### src/logic/scope_pkg.sv
/*
 * Shared definitions for the oscilloscope capture self-test.
 * Holds the register map, the sample word type and the reset values.
 */
package scope_pkg;

    // One captured sample as stored in the frame memory
    typedef logic [15:0] sample_t;

    // Host register address
    typedef logic [3:0] reg_addr_t;

    // Bit 0 of the control register is the enable level
    localparam reg_addr_t REG_CTRL = 4'd0;

    // Sampling period in clock cycles
    // Anything below 2 behaves as 2
    localparam reg_addr_t REG_PERIOD = 4'd1;

    // Any write here arms a new capture
    localparam reg_addr_t REG_ARM = 4'd2;

    // Read only, bit 0 reports a finished frame
    localparam reg_addr_t REG_STATUS = 4'd3;

    // Sampling period after reset
    localparam logic [31:0] PERIOD_RESET = 32'd4;

    // Offset between neighbouring channels in the synthetic pattern
    localparam int unsigned CHANNEL_SCALE = 100;

endpackage

### src/logic/scope_control.sv
/*
 * Host register file of the capture self-test.
 * Turns single-cycle writes into enable, period and arm, and reports the done flag.
 */
`timescale 1ns/1ps

module scope_control #(
    parameter int COUNTER_WIDTH = 32
) (
    input  logic                     clock,
    input  logic                     arst_n,
    input  logic                     reg_write,
    input  scope_pkg::reg_addr_t     reg_addr,
    input  logic [31:0]              reg_wdata,
    output logic [31:0]              reg_rdata,
    input  logic                     frame_done,
    output logic                     enable,
    output logic [COUNTER_WIDTH-1:0] period,
    output logic                     arm
);
    import scope_pkg::*;

    logic done;

    // Enable and period take the new value at the write edge
    always_ff @(posedge clock or negedge arst_n) begin
        if (!arst_n) begin
            enable <= 1'b0;
            period <= COUNTER_WIDTH'(PERIOD_RESET);
        end else if (reg_write) begin
            if (reg_addr == REG_CTRL) begin
                enable <= reg_wdata[0];
            end
            if (reg_addr == REG_PERIOD) begin
                period <= COUNTER_WIDTH'(reg_wdata);
            end
        end
    end

    // The data written to the arm register does not matter
    always_ff @(posedge clock or negedge arst_n) begin
        if (!arst_n) begin
            arm <= 1'b0;
        end else begin
            arm <= reg_write && (reg_addr == REG_ARM);
        end
    end

    // Done holds from the end of a frame until the host arms again
    always_ff @(posedge clock or negedge arst_n) begin
        if (!arst_n) begin
            done <= 1'b0;
        end else if (arm) begin
            done <= 1'b0;
        end else if (frame_done) begin
            done <= 1'b1;
        end
    end

    always_comb begin
        case (reg_addr)
            REG_CTRL: begin
                reg_rdata = {31'd0, enable};
            end
            REG_PERIOD: begin
                reg_rdata = 32'(period);
            end
            REG_STATUS: begin
                reg_rdata = {31'd0, done};
            end
            default: begin
                reg_rdata = 32'd0;
            end
        endcase
    end

endmodule

### src/logic/sample_timebase.sv
/*
 * Sampling strobe generator with a programmable period.
 * Fires one single-cycle strobe every period clock cycles while enabled.
 */
`timescale 1ns/1ps

module sample_timebase #(
    parameter int COUNTER_WIDTH = 32
) (
    input  logic                     clock,
    input  logic                     arst_n,
    input  logic                     enable,
    input  logic [COUNTER_WIDTH-1:0] period,
    output logic                     sample_strobe
);

    logic [COUNTER_WIDTH-1:0] count;
    logic [COUNTER_WIDTH-1:0] terminal_count;

    // A period of 0 or 1 would leave the strobe high, so clamp to 2
    always_comb begin
        if (period < COUNTER_WIDTH'(2)) begin
            terminal_count = COUNTER_WIDTH'(1);
        end else begin
            terminal_count = period - COUNTER_WIDTH'(1);
        end
    end

    // The compare is >= so that a shorter period written mid-count still wraps
    always_ff @(posedge clock or negedge arst_n) begin
        if (!arst_n) begin
            count         <= '0;
            sample_strobe <= 1'b0;
        end else if (!enable) begin
            count         <= '0;
            sample_strobe <= 1'b0;
        end else if (count >= terminal_count) begin
            count         <= '0;
            sample_strobe <= 1'b1;
        end else begin
            count         <= count + 1'b1;
            sample_strobe <= 1'b0;
        end
    end

endmodule

### src/logic/test_pattern_source.sv
/*
 * Synthetic sample source for the capture path.
 * Walks the channels round-robin on each strobe and emits index plus 100 times channel.
 */
`timescale 1ns/1ps

module test_pattern_source #(
    parameter int NUM_CHANNELS = 6
) (
    input  logic                            clock,
    input  logic                            arst_n,
    input  logic                            enable,
    input  logic                            sample_strobe,
    output logic                            sample_valid,
    output logic [$clog2(NUM_CHANNELS)-1:0] sample_channel,
    output scope_pkg::sample_t              sample_data
);
    import scope_pkg::*;

    localparam int CHANNEL_WIDTH = $clog2(NUM_CHANNELS);
    localparam logic [CHANNEL_WIDTH-1:0] LAST_CHANNEL = CHANNEL_WIDTH'(NUM_CHANNELS - 1);

    logic [CHANNEL_WIDTH-1:0] channel_count;
    logic [10:0]              sample_index;

    // Counters sit at zero while disabled so a fresh run starts at channel 0, index 0
    always_ff @(posedge clock or negedge arst_n) begin
        if (!arst_n) begin
            sample_valid  <= 1'b0;
            channel_count <= '0;
            sample_index  <= '0;
        end else if (!enable) begin
            sample_valid  <= 1'b0;
            channel_count <= '0;
            sample_index  <= '0;
        end else begin
            sample_valid <= sample_strobe;
            if (sample_strobe) begin
                if (channel_count == LAST_CHANNEL) begin
                    channel_count <= '0;
                    sample_index  <= sample_index + 1'b1;
                end else begin
                    channel_count <= channel_count + 1'b1;
                end
            end
        end
    end

    // Payload is only looked at when sample_valid is high
    always_ff @(posedge clock) begin
        if (sample_strobe) begin
            sample_channel <= channel_count;
            sample_data    <= sample_t'(32'(sample_index) + CHANNEL_SCALE * 32'(channel_count));
        end
    end

endmodule

### src/logic/capture_buffer.sv
/*
 * Armed single-frame capture into a channel-major sample memory.
 * Pulses frame_done after the last word and serves read-back through a registered port.
 */
`timescale 1ns/1ps

module capture_buffer #(
    parameter int NUM_CHANNELS    = 6,
    parameter int CHANNEL_SAMPLES = 16
) (
    input  logic                                            clock,
    input  logic                                            arst_n,
    input  logic                                            arm,
    input  logic                                            sample_valid,
    input  logic [$clog2(NUM_CHANNELS)-1:0]                 sample_channel,
    input  scope_pkg::sample_t                              sample_data,
    input  logic [$clog2(NUM_CHANNELS*CHANNEL_SAMPLES)-1:0] mem_addr,
    output scope_pkg::sample_t                              mem_rdata,
    output logic                                            frame_done
);
    import scope_pkg::*;

    localparam int DEPTH         = NUM_CHANNELS * CHANNEL_SAMPLES;
    localparam int ADDR_WIDTH    = $clog2(DEPTH);
    localparam int CHANNEL_WIDTH = $clog2(NUM_CHANNELS);
    localparam int INDEX_WIDTH   = $clog2(CHANNEL_SAMPLES);

    localparam logic [CHANNEL_WIDTH-1:0] LAST_CHANNEL = CHANNEL_WIDTH'(NUM_CHANNELS - 1);
    localparam logic [INDEX_WIDTH-1:0]   LAST_INDEX   = INDEX_WIDTH'(CHANNEL_SAMPLES - 1);

    typedef enum logic [1:0] {
        ST_IDLE,
        ST_ARMED,
        ST_CAPTURE
    } state_t;

    state_t                 state;
    logic [INDEX_WIDTH-1:0] sample_index;
    logic                   write_en;
    logic                   last_write;
    logic [ADDR_WIDTH-1:0]  write_addr;

    sample_t memory [DEPTH];

    // A frame only starts on channel 0 so that every row of the memory lines up
    always_comb begin
        write_en = sample_valid &&
                   ((state == ST_CAPTURE) ||
                    ((state == ST_ARMED) && (sample_channel == '0)));
        last_write = write_en &&
                     (sample_channel == LAST_CHANNEL) &&
                     (sample_index == LAST_INDEX);
        write_addr = ADDR_WIDTH'(sample_channel) * ADDR_WIDTH'(CHANNEL_SAMPLES) +
                     ADDR_WIDTH'(sample_index);
    end

    // The per-channel index advances once the last channel of a round is stored
    always_ff @(posedge clock or negedge arst_n) begin
        if (!arst_n) begin
            state        <= ST_IDLE;
            sample_index <= '0;
            frame_done   <= 1'b0;
        end else begin
            frame_done <= last_write && !arm;
            if (arm) begin
                state        <= ST_ARMED;
                sample_index <= '0;
            end else if (write_en) begin
                if (last_write) begin
                    state <= ST_IDLE;
                end else begin
                    state <= ST_CAPTURE;
                end
                if (sample_channel == LAST_CHANNEL) begin
                    sample_index <= sample_index + 1'b1;
                end
            end
        end
    end

    // Read-back is independent of the capture state and may run at any time
    always_ff @(posedge clock) begin
        if (write_en) begin
            memory[write_addr] <= sample_data;
        end
        mem_rdata <= memory[mem_addr];
    end

endmodule

### src/logic/scope_test_top.sv
/*
 * Top level of the oscilloscope capture self-test.
 * Wires the register file, timebase, pattern source and capture buffer together.
 */
`timescale 1ns/1ps

module scope_test_top #(
    parameter int NUM_CHANNELS    = 6,
    parameter int CHANNEL_SAMPLES = 16,
    parameter int COUNTER_WIDTH   = 32
) (
    input  logic                                            clock,
    input  logic                                            arst_n,
    input  logic                                            reg_write,
    input  scope_pkg::reg_addr_t                            reg_addr,
    input  logic [31:0]                                     reg_wdata,
    output logic [31:0]                                     reg_rdata,
    input  logic [$clog2(NUM_CHANNELS*CHANNEL_SAMPLES)-1:0] mem_addr,
    output scope_pkg::sample_t                              mem_rdata,
    output logic                                            dma_done
);
    import scope_pkg::*;

    localparam int CHANNEL_WIDTH = $clog2(NUM_CHANNELS);

    logic                     enable;
    logic [COUNTER_WIDTH-1:0] period;
    logic                     arm;
    logic                     sample_strobe;
    logic                     sample_valid;
    logic [CHANNEL_WIDTH-1:0] sample_channel;
    sample_t                  sample_data;

    scope_control #(
        .COUNTER_WIDTH(COUNTER_WIDTH)
    ) scope_control_i (
        .clock(clock),
        .arst_n(arst_n),
        .reg_write(reg_write),
        .reg_addr(reg_addr),
        .reg_wdata(reg_wdata),
        .reg_rdata(reg_rdata),
        .frame_done(dma_done),
        .enable(enable),
        .period(period),
        .arm(arm)
    );

    sample_timebase #(
        .COUNTER_WIDTH(COUNTER_WIDTH)
    ) sample_timebase_i (
        .clock(clock),
        .arst_n(arst_n),
        .enable(enable),
        .period(period),
        .sample_strobe(sample_strobe)
    );

    test_pattern_source #(
        .NUM_CHANNELS(NUM_CHANNELS)
    ) test_pattern_source_i (
        .clock(clock),
        .arst_n(arst_n),
        .enable(enable),
        .sample_strobe(sample_strobe),
        .sample_valid(sample_valid),
        .sample_channel(sample_channel),
        .sample_data(sample_data)
    );

    // The frame done pulse doubles as the host-facing DMA done
    capture_buffer #(
        .NUM_CHANNELS(NUM_CHANNELS),
        .CHANNEL_SAMPLES(CHANNEL_SAMPLES)
    ) capture_buffer_i (
        .clock(clock),
        .arst_n(arst_n),
        .arm(arm),
        .sample_valid(sample_valid),
        .sample_channel(sample_channel),
        .sample_data(sample_data),
        .mem_addr(mem_addr),
        .mem_rdata(mem_rdata),
        .frame_done(dma_done)
    );

endmodule

### config.mk
export PLATFORM = sky130hd
export DESIGN_NAME = scope_test_top
export DESIGN_NICKNAME = d
export VERILOG_FILES = /design/src/logic/scope_pkg.sv /design/src/logic/scope_control.sv /design/src/logic/sample_timebase.sv /design/src/logic/test_pattern_source.sv /design/src/logic/capture_buffer.sv /design/src/logic/scope_test_top.sv
export SDC_FILE = /design/constraint.sdc
export NUM_CORES = 1
export LEC_CHECK = 0
export ABC_CLOCK_PERIOD_IN_PS = 7900
export BUFFER_PORTS_ARGS = -buffer_cell sky130_fd_sc_hd__buf_2
export CELL_PAD_IN_SITES_DETAIL_PLACEMENT = 1
export CELL_PAD_IN_SITES_GLOBAL_PLACEMENT = 2
export CORE_MARGIN = 2
export CORE_UTILIZATION = 35
export CTS_BUF_LIST = sky130_fd_sc_hd__clkbuf_2
export DETAILED_ROUTE_END_ITERATION = 7
export GPL_TIMING_DRIVEN = 1
export PLACE_DENSITY = 0.66
export SYNTH_ARGS = -nofsm -noshare
export SYNTH_HDL_FRONTEND = slang
export SYNTH_SLANG_ARGS = --single-unit
### constraint.sdc
create_clock -name clock -period 7.9 [get_ports clock]
set_clock_uncertainty 0.2 [all_clocks]
set_input_delay 0.79 -clock clock [delete_from_list [all_inputs] [get_ports clock]]
set_output_delay 0.79 -clock clock [all_outputs]
set_load 0.005 [all_outputs]
==> results of run 1 <==
tightest hold or removal path: stages:
cell           delay [ps]
dlygate4sd3_1         570
buf_6                 240
o21ai_0               220
nand2_1               170
nand3_1               130
cell families after synthesis:
family	after synthesis	share of synthesized area, %
AOI/OAI and AO/OA	206	2.68
xor gates and xnor gates	71	1.22
adders and majority gates	50	1.24
buffers and inverters	154	1.59
DFF	1269	73.4
muxes	390	15.0
other	1	0.00733
and+or+nand+nor	506	4.84
per-stage QoR:
| step | hold WS [ps] | instances | instance area, sq um |
|---|---|---|---|
| 2_1_floorplan | 264 | 2650 | 51200 |
| 3_3_place_gp | 281 | 4615 | 54100 |
| 3_5_place_dp | 292 | 4615 | 54100 |
| 4_1_cts | 3.53 | 5317 | 58300 |
| 5_1_grt | 106 | 5323 | 58300 |
| 6_report | 228 | 5326 | 58300 |
cell usage after synthesis, types with 40 or more instances:
master    instances
edfxtp_1       1167
mux4_2          284
nor2_1          163
nand2_1         106
dfrtp_1          89
clkbuf_1         58
mux2i_1          56
ha_1             49
nor3_1           49
a21oi_1          42
buf_2            41
and3_1           40
state kept, by name (all words and copies together) (netlist names):
| name | count |
|---|---|
| capture_buffer_i.memory | 1152 |
| sample_timebase_i.count | 32 |
| scope_control_i.period | 32 |
| capture_buffer_i.mem_rdata | 12 |
| test_pattern_source_i.sample_data | 12 |
| test_pattern_source_i.sample_index | 11 |
| capture_buffer_i.sample_index | 4 |
| test_pattern_source_i.channel_count | 3 |
| test_pattern_source_i.sample_channel | 3 |
| capture_buffer_i.state | 2 |
| capture_buffer_i.frame_done | 1 |
| sample_timebase_i.sample_strobe | 1 |
| scope_control_i.arm | 1 |
| scope_control_i.done | 1 |
| scope_control_i.enable | 1 |
| test_pattern_source_i.sample_valid | 1 |
per-layer routing:
layer | part of all wire, % | GRT usage [%]
met1 | 42 | 24.3
met2 | 48 | 29.1
met3 | 6.8 | 5.13
met4 | 3.0 | 6.85
met5 | 0 | 0
worst paths after layout:
kind | startpoint | end | slack (ps) | cells after the start
max in group asynchronous | arst_n | sample_timebase_i.count[5]$_DFF_PN0_ | 6030 | 6
setup reg to reg | scope_control_i.period[16]$_DFFE_PN0P_ | sample_timebase_i.count[13]$_DFF_PN0_ | 3450 | 12
hold reg to reg | capture_buffer_i.state[0]$_DFFE_PN0P_ | capture_buffer_i.state[0]$_DFFE_PN0P_ | 310 | 1
hold / removal | mem_addr[2] | capture_buffer_i.mem_rdata[0]$_DFF_P_ | 230 | 5
setup / recovery | scope_control_i.period[16]$_DFFE_PN0P_ | sample_timebase_i.count[13]$_DFF_PN0_ | 3450 | 12
min in group asynchronous | arst_n | scope_control_i.period[17]$_DFFE_PN0P_ | 530 | 5
cell type report:
class,instances,share of cell area (%)
Tap cell,1917,4.11
Clock inverter,122,1.09
Timing Repair Buffer,316,4.40
Inverter,15,0.0966
Sequential cell,1269,64.4
Clock buffer,452,3.88
Antenna cell,8,0.0343
Multi-Input combinational cell,1227,22.0
power groups by stage:
stage	Clock, mW	Combinational [mW]	Sequential, mW
2_1_floorplan	0	0.397	7.47
3_3_place_gp	0	0.546	7.50
3_5_place_dp	0	0.560	7.51
4_1_cts	4.62	0.653	7.36
5_1_grt	4.94	0.710	7.37
6_report	4.45	0.648	7.36
==> results by group, run 1 <==
Run status
  – Run status: finished, final reports clean

Power and ir drop
  – Switching pwr: 3.13 mW
  – Total power: 12.5 mW
  – Worst VDD drop: approximately 0.16 mV
  – Sw Share: approximately 25%
  – Clk network pwr share: 35.7%
  – Comb pwr share: 5.2%
  – Static Leakage: roughly 19 nW
  – Seq pwr share: 59.1%
  – Pwr per Cell Area: 214 mW/mm^2
  – Internal Power: just over 9 mW

Detailed routing
  – Wirelength per Cell: 25.4 um
  – Drt via density: 5.20
  – DR iter-0 viols: between 2000 and 2500
  – DRC: 0
  – WL final: about 140000 um
  – Detail Route Antenna Nets: 0
  – First-pass iteration count of the detailed router: 5
  – Vias: about 28000

Min path
  – Hold WC Path Type: input pin to flip-flop

STA
  – Final period utilization: 56.3%
  – Fmax: 0.225 GHz
  – TNS Setup: 0 ps
  – Max-slew violations: 0
  – Post-layout min period: between 4000 and 5000 ps
  – Final Hold Vio Count: 0
  – Slew HR: about a tenth
  – RSZ-0062 raised after global routing: no
  – Final worst slack: 3450 ps
  – Final setup fails: 0
  – Worst slew pin tran: 1360 ps

Floorplan
  – # IOs: 95
  – Die area: between 0.1 and 0.15 sq mm
  – Initial core utilization: a little over a third
  – # rows: 140
  – Die Width: 386 um
  – Die H: 386 um
  – Core Footprint: 0.145 sq mm

Yosys
  – Seq/Total Area, Yosys: around three quarters
  – Synth Flop Type: edfxtp_1
  – Synth Instances: 2647
  – Top cell type's share of synthesized area: roughly two thirds
  – Asr flop ratio synth: just over 7%
  – Syn Area/Cell: 19.3 sq um
  – Yosys reg bits: roughly 1300
  – Post-synth top area cell: edfxtp_1
  – Top cells by area, synth: edfxtp_1, mux4_2, dfrtp_1, ha_1, nor2_1
  – Yosys Warn Count: 0
  – Synthesized area: slightly above 0.05 sq mm
  – Unique masters post-synth: around 60
  – Post-synth EDFFs: 1167

Final layout
  – Commonest non-fill, non-tap cell in the layout: edfxtp_1
  – Final #Nets: 3261
  – Syn-to-layout area delta: 14.0%
  – Share of cells above drive strength 1: 29.6%
  – FF+latch area: 0.0375 sq mm
  – Area of the multi-input gates: approximately 0.013 sq mm
  – Most frequent cells in the layout: edfxtp_1, clkbuf_2, mux4_2
  – Fin util: 40.1%
  – Layout fillers: 14500

Critical path
  – Crit-path cells: nor4_2 -> nand4b_1 -> nor2_1 -> nand4_1 -> nand2_1 -> ha_1 -> a21o_1 -> a21o_1 -> a221oi_1 -> o2111ai_2 -> buf_4 -> nor3_1
  – Kind of critical path: flip-flop to flip-flop
  – CP Buf/Inv Count: 1
  – CP max FO: 32
  – Critical path required time: 9200 ps
  – Worst setup SP type: flip-flop
  – Worst path top cell family by delay: simple AND/OR/NAND/NOR gates
  – Crit-path slowest cell: nand4_1
  – Critical Path Sink Type: flip-flop
  – Worst path most repeated cell: a21o_1
  – Crit path DAT: 5750 ps
  – CP max stage delay: 720 ps

Place
  – Gpl congestion: 0.787
  – Port bufs: 90
  – Worst slack, placed: between 3000 and 4000 ps
  – Dpl hpwl: 80400 um

Global route
  – Largest net degree at the start of global routing: 136
  – Gr usage total: 18.4%
  – Vias in the first global route: 30300
  – First-pass GRT wire length: 200000 um
  – Grt ovf: 0
  – Initial antenna violation count: 5

Clock tree
  – Clock Latency Late Sink: roughly 1700 ps
  – Post-CTS setup buffer count: 0
  – CTS tree: built
  – Clock transition at the registers of the reported paths: 100 ps
  – H-tree levels: 5
  – CTS Hold Bufs: ~130
  – Post-CTS sizing: 0
  – Clock Sinks: 1269
  – CTS max path bufs: 4
  – Root Buffer: clkbuf_2
  – CTS Buf Count: 336

Flow run
  – Number of max-cap violations: 0
Note: power is estimated with default switching activity, not from simulation.
==> run 2, diff against run 1 <==
- ABC_AREA: default -> 1
- ABC_CLOCK_PERIOD_IN_PS: 7900 -> 4300
- PLACE_DENSITY: 0.66 -> 0.73
- clock period: 7.9 -> 4.3 ns (I/O delays scaled with it)
==> results by group, run 2 <==
Yosys
  – Synth Instances: 4892 (was 2647)
  – Synthesized area: 0.0544 sq mm (was 0.0511 sq mm)
  – Syn Area/Cell: 11.1 sq um (was 19.3 sq um)
  – Yosys reg bits: 1269 (unchanged)
  – Top cells by area, synth: edfxtp_1, nand2_1, nand3_1, dfrtp_1, nor2_1 (was edfxtp_1, mux4_2, dfrtp_1, ha_1, nor2_1)
  – Post-synth top area cell: edfxtp_1 (unchanged)
  – Commonest cells post-synth: nand2_1, edfxtp_1, nand3_1 (was edfxtp_1, mux4_2, nor2_1)
  – Most numerous cell in the Yosys netlist: nand2_1 (was edfxtp_1)
  – Seq/Total Area, Yosys: 69.1% (was 73.4%)
  – Unique masters post-synth: 55 (was 61)
  – Yosys Warn Count: 0 (unchanged)
  – Synth Flop Type: edfxtp_1 (unchanged)
  – Post-synth EDFFs: 1167 (unchanged)
  – Top cell type's share of synthesized area: 64.5% (was 68.5%)
  – Asr flop ratio synth: 7.09% (unchanged)

Global route
  – Grt ovf: 0 (unchanged)
  – First-pass GRT wire length: 258000 um (was 200000 um)
  – Vias in the first global route: 41400 (was 30300)
  – Gr usage total: 21.5% (was 18.4%)
  – Largest net degree at the start of global routing: 152 (was 136)
  – Initial antenna violation count: 3 (was 5)

Clock tree
  – Post-CTS setup buffer count: 0 (unchanged)
  – H-tree levels: 5 (unchanged)
  – CTS max path bufs: 4 (unchanged)
  – CTS Buf Count: 351 (was 336)
  – Clock transition at the registers of the reported paths: 120 ps (was 100 ps)
  – CTS tree: built (unchanged)
  – Root Buffer: clkbuf_2 (unchanged)
  – Clock Sinks: 1269 (unchanged)
  – Clock Latency Late Sink: 1690 ps (was 1740 ps)

Power and ir drop
  – Pwr per Cell Area: 386 mW/mm^2 (was 214 mW/mm^2)
  – Static Leakage: 21.5 nW (was 18.6 nW)
  – Worst VDD drop: 0.229 mV (was 0.157 mV)

Min path
  – HP Start: mem_addr[0] (was mem_addr[2])
  – Hold WC Path Type: input pin to flip-flop (unchanged)

Critical path
  – CP max stage delay: 820 ps (was 720 ps)
  – CP Buf/Inv Count: 8 (was 1)
  – Worst setup SP type: input pin (was flip-flop)
  – Worst Setup SP: mem_addr[0] (was scope_control_i.period[16]$_DFFE_PN0P_)
  – Worst path top cell family by delay: buffers and inverters (was simple AND/OR/NAND/NOR gates)
  – R2r startpoint: capture_buffer_i.memory[85][1]$_DFFE_PP_ (was scope_control_i.period[16]$_DFFE_PN0P_)
  – Critical path required time: 5720 ps (was 9200 ps)
  – Critical Path Sink Type: flip-flop (unchanged)
  – Crit-path cells: dlygate4sd3_1 -> buf_12 -> dlygate4sd3_1 -> nand2_1 -> a21oi_1 -> dlygate4sd3_1 -> o31ai_1 -> dlygate4sd3_1 -> nand3_1 -> dlygate4sd3_1 -> nand3_1 -> dlygate4sd3_1 -> nand2_1 -> dlygate4sd3_1 (was nor4_2 -> nand4b_1 -> nor2_1 -> nand4_1 -> nand2_1 -> ha_1 -> a21o_1 -> a21o_1 -> a221oi_1 -> o2111ai_2 -> buf_4 -> nor3_1)
  – CP max FO: 65 (was 32)
  – Crit-path slowest cell: dlygate4sd3_1 (was nand4_1)
  – Crit path DAT: 5580 ps (was 5750 ps)
  – Worst path most repeated cell: dlygate4sd3_1 (was a21o_1)
  – Kind of critical path: input pin to flip-flop (was flip-flop to flip-flop)

Place
  – Gpl congestion: 0.810 (was 0.787)
  – Port bufs: 90 (unchanged)
  – Dpl hpwl: 98300 um (was 80400 um)

STA
  – Slew HR: 22.6% (was 9.43%)
  – Fin Hold WS: 249 ps (was 228 ps)
  – Final Hold Vio Count: 0 (unchanged)
  – Final period utilization: 96.7%
  – TNS Setup: 0 ps (unchanged)
  – Worst slew pin tran: 1160 ps (was 1360 ps)
  – Fmax: 0.240 GHz
  – Final setup fails: 0 (unchanged)
  – Post-layout min period: 4160 ps
  – Max-slew violations: 0 (unchanged)
  – RSZ-0062 raised after global routing: no (unchanged)

Final layout
  – Top reg by flops: capture_buffer_i.memory (unchanged)
  – Layout fillers: 17200 (was 14500)
  – Final #Nets: 5501 (was 3261)
  – Most frequent cells in the layout: nand2_1, edfxtp_1, nand3_1 (was edfxtp_1, clkbuf_2, mux4_2)
  – Biggest regs: capture_buffer_i.memory (1152), sample_timebase_i.count (32), scope_control_i.period (32) (unchanged)
  – Share of cells above drive strength 1: 15.0% (was 29.6%)
  – Syn-to-layout area delta: 14.3% (was 14.0%)
  – Commonest non-fill, non-tap cell in the layout: nand2_1 (was edfxtp_1)
  – Flip-flop count of the largest register after layout: 1152 (unchanged)

Detailed routing
  – Vias: 39300 (was 27700)
  – First-pass iteration count of the detailed router: 5 (unchanged)
  – Drt via density: 5.11 (was 5.20)
  – DRC: 0 (unchanged)
  – WL final: 171000 um (was 135000 um)
  – DR iter-0 viols: 2708 (was 2159)
  – Wirelength per Cell: 22.2 um (was 25.4 um)
  – Detail Route Antenna Nets: 0 (unchanged)

Floorplan
  – Initial core utilization: 35.2% (about the same)
  – Die H: 398 um (was 386 um)
  – Die Width: 398 um (was 386 um)
  – # rows: 144 (was 140)
  – Die area: 0.158 sq mm (was 0.149 sq mm)
  – Core Footprint: 0.154 sq mm (was 0.145 sq mm)
  – # IOs: 95 (unchanged)

Run status
  – Run status: finished, final reports clean (unchanged)

Flow run
  – Number of max-cap violations: 0 (unchanged)
[run 2: cell count changes in the layout (fill, tap and decap cells not counted), sizes merged, moves of 76 or more]
cell	change
a21oi	+99
inv	+128
mux4	-295
nand2	+1320
nand3	+838
nor2	+272
o21ai	+76
[run 2: worst reg2reg max path: cells and delay by family, from the launching register on]
family | cells | cell delay (ps)
AOI/OAI and AO/OA | 2 | 240
buffers and inverters | 5 | 2880
DFF | 1 | 380
and+or+nand+nor | 4 | 270
[run 2: logic make-up (layout without fill, tap and decap cells)]
group                      count (synthesis)  count (layout)  synth area share (%)
AOI/OAI and AO/OA                        335             335                  3.48
xor gates and xnor gates                  10              10                 0.161
adders and majority gates                 50              50                  1.16
buffers and inverters                    428            1171                  4.28
DFF                                     1269            1269                  69.1
other                                      1              11               0.00690
and+or+nand+nor                         2799            2799                  21.8
[run 2: power breakdown]
part / switching, mW / internal (mW) / total, mW
combinational: 1.29 / 0.640 / 1.93
clock: 5.05 / 3.55 / 8.59
sequential: 0.0941 / 13.3 / 13.4
total: 6.43 / 17.5 / 24.0
[run 2: worst paths after layout]
| check | depth (start not counted) | end | slack, ps |
|---|---|---|---|
| min in group asynchronous | 6 | scope_control_i.period[16]$_DFFE_PN0P_ | 800 |
| max reg2reg | 11 | capture_buffer_i.mem_rdata[1]$_DFF_P_ | 220 |
| max | 14 | capture_buffer_i.mem_rdata[1]$_DFF_P_ | 140 |
| max in group asynchronous | 7 | test_pattern_source_i.sample_index[9]$_DFFE_PN0P_ | 2200 |
| min reg2reg | 2 | capture_buffer_i.state[0]$_DFFE_PN0P_ | 340 |
| min | 8 | capture_buffer_i.mem_rdata[5]$_DFF_P_ | 250 |
[run 2: timing repair]
action                     4_1_cts  5_1_grt
hold endpoints to repair       136        0
resized for setup                0        1
hold buffers                   180        0
setup endpoints to repair        0        1
[run 2: cell type report]
type                            instances  area [sq um]  share of cell area [%]
Clock buffer                          524          2620                    4.22
Tap cell                             2044          2560                    4.12
Clock inverter                         62           400                   0.644
Sequential cell                      1269         37500                    60.4
Multi-Input combinational cell       3198         14500                    23.3
Timing Repair Buffer                  438          3910                    6.29
Inverter                              147           591                   0.950
Antenna cell                            7          17.5                  0.0282
[run 2: metal layers]
layer / track usage, % / vias up / part of all wire (%)
met4: 6.46 / 0 / 2.3
met5: 0 / - / 0
met1: 28.2 / 19800 / 44
li1: - / 18200 / -
met2: 36.3 / 990 / 49
met3: 3.76 / 240 / 4.7
[run 2: stage by stage]
stage / cell area (sq um) / setup WS (ps) / total power, mW / utilization, % / instances
3_5_place_dp: 57300 / 551 / 15.5 / 37.1 / 6916
5_1_grt: 62100 / 60.3 / 25.1 / 40.3 / 7689
2_1_floorplan: 54400 / 1300 / 14.8 / - / 4895
3_3_place_gp: 57300 / 564 / 15.4 / 37.1 / 6916
4_1_cts: 62100 / 224 / 24.2 / 40.3 / 7682
6_report: 62100 / 141 / 24.0 / 40.3 / 7689
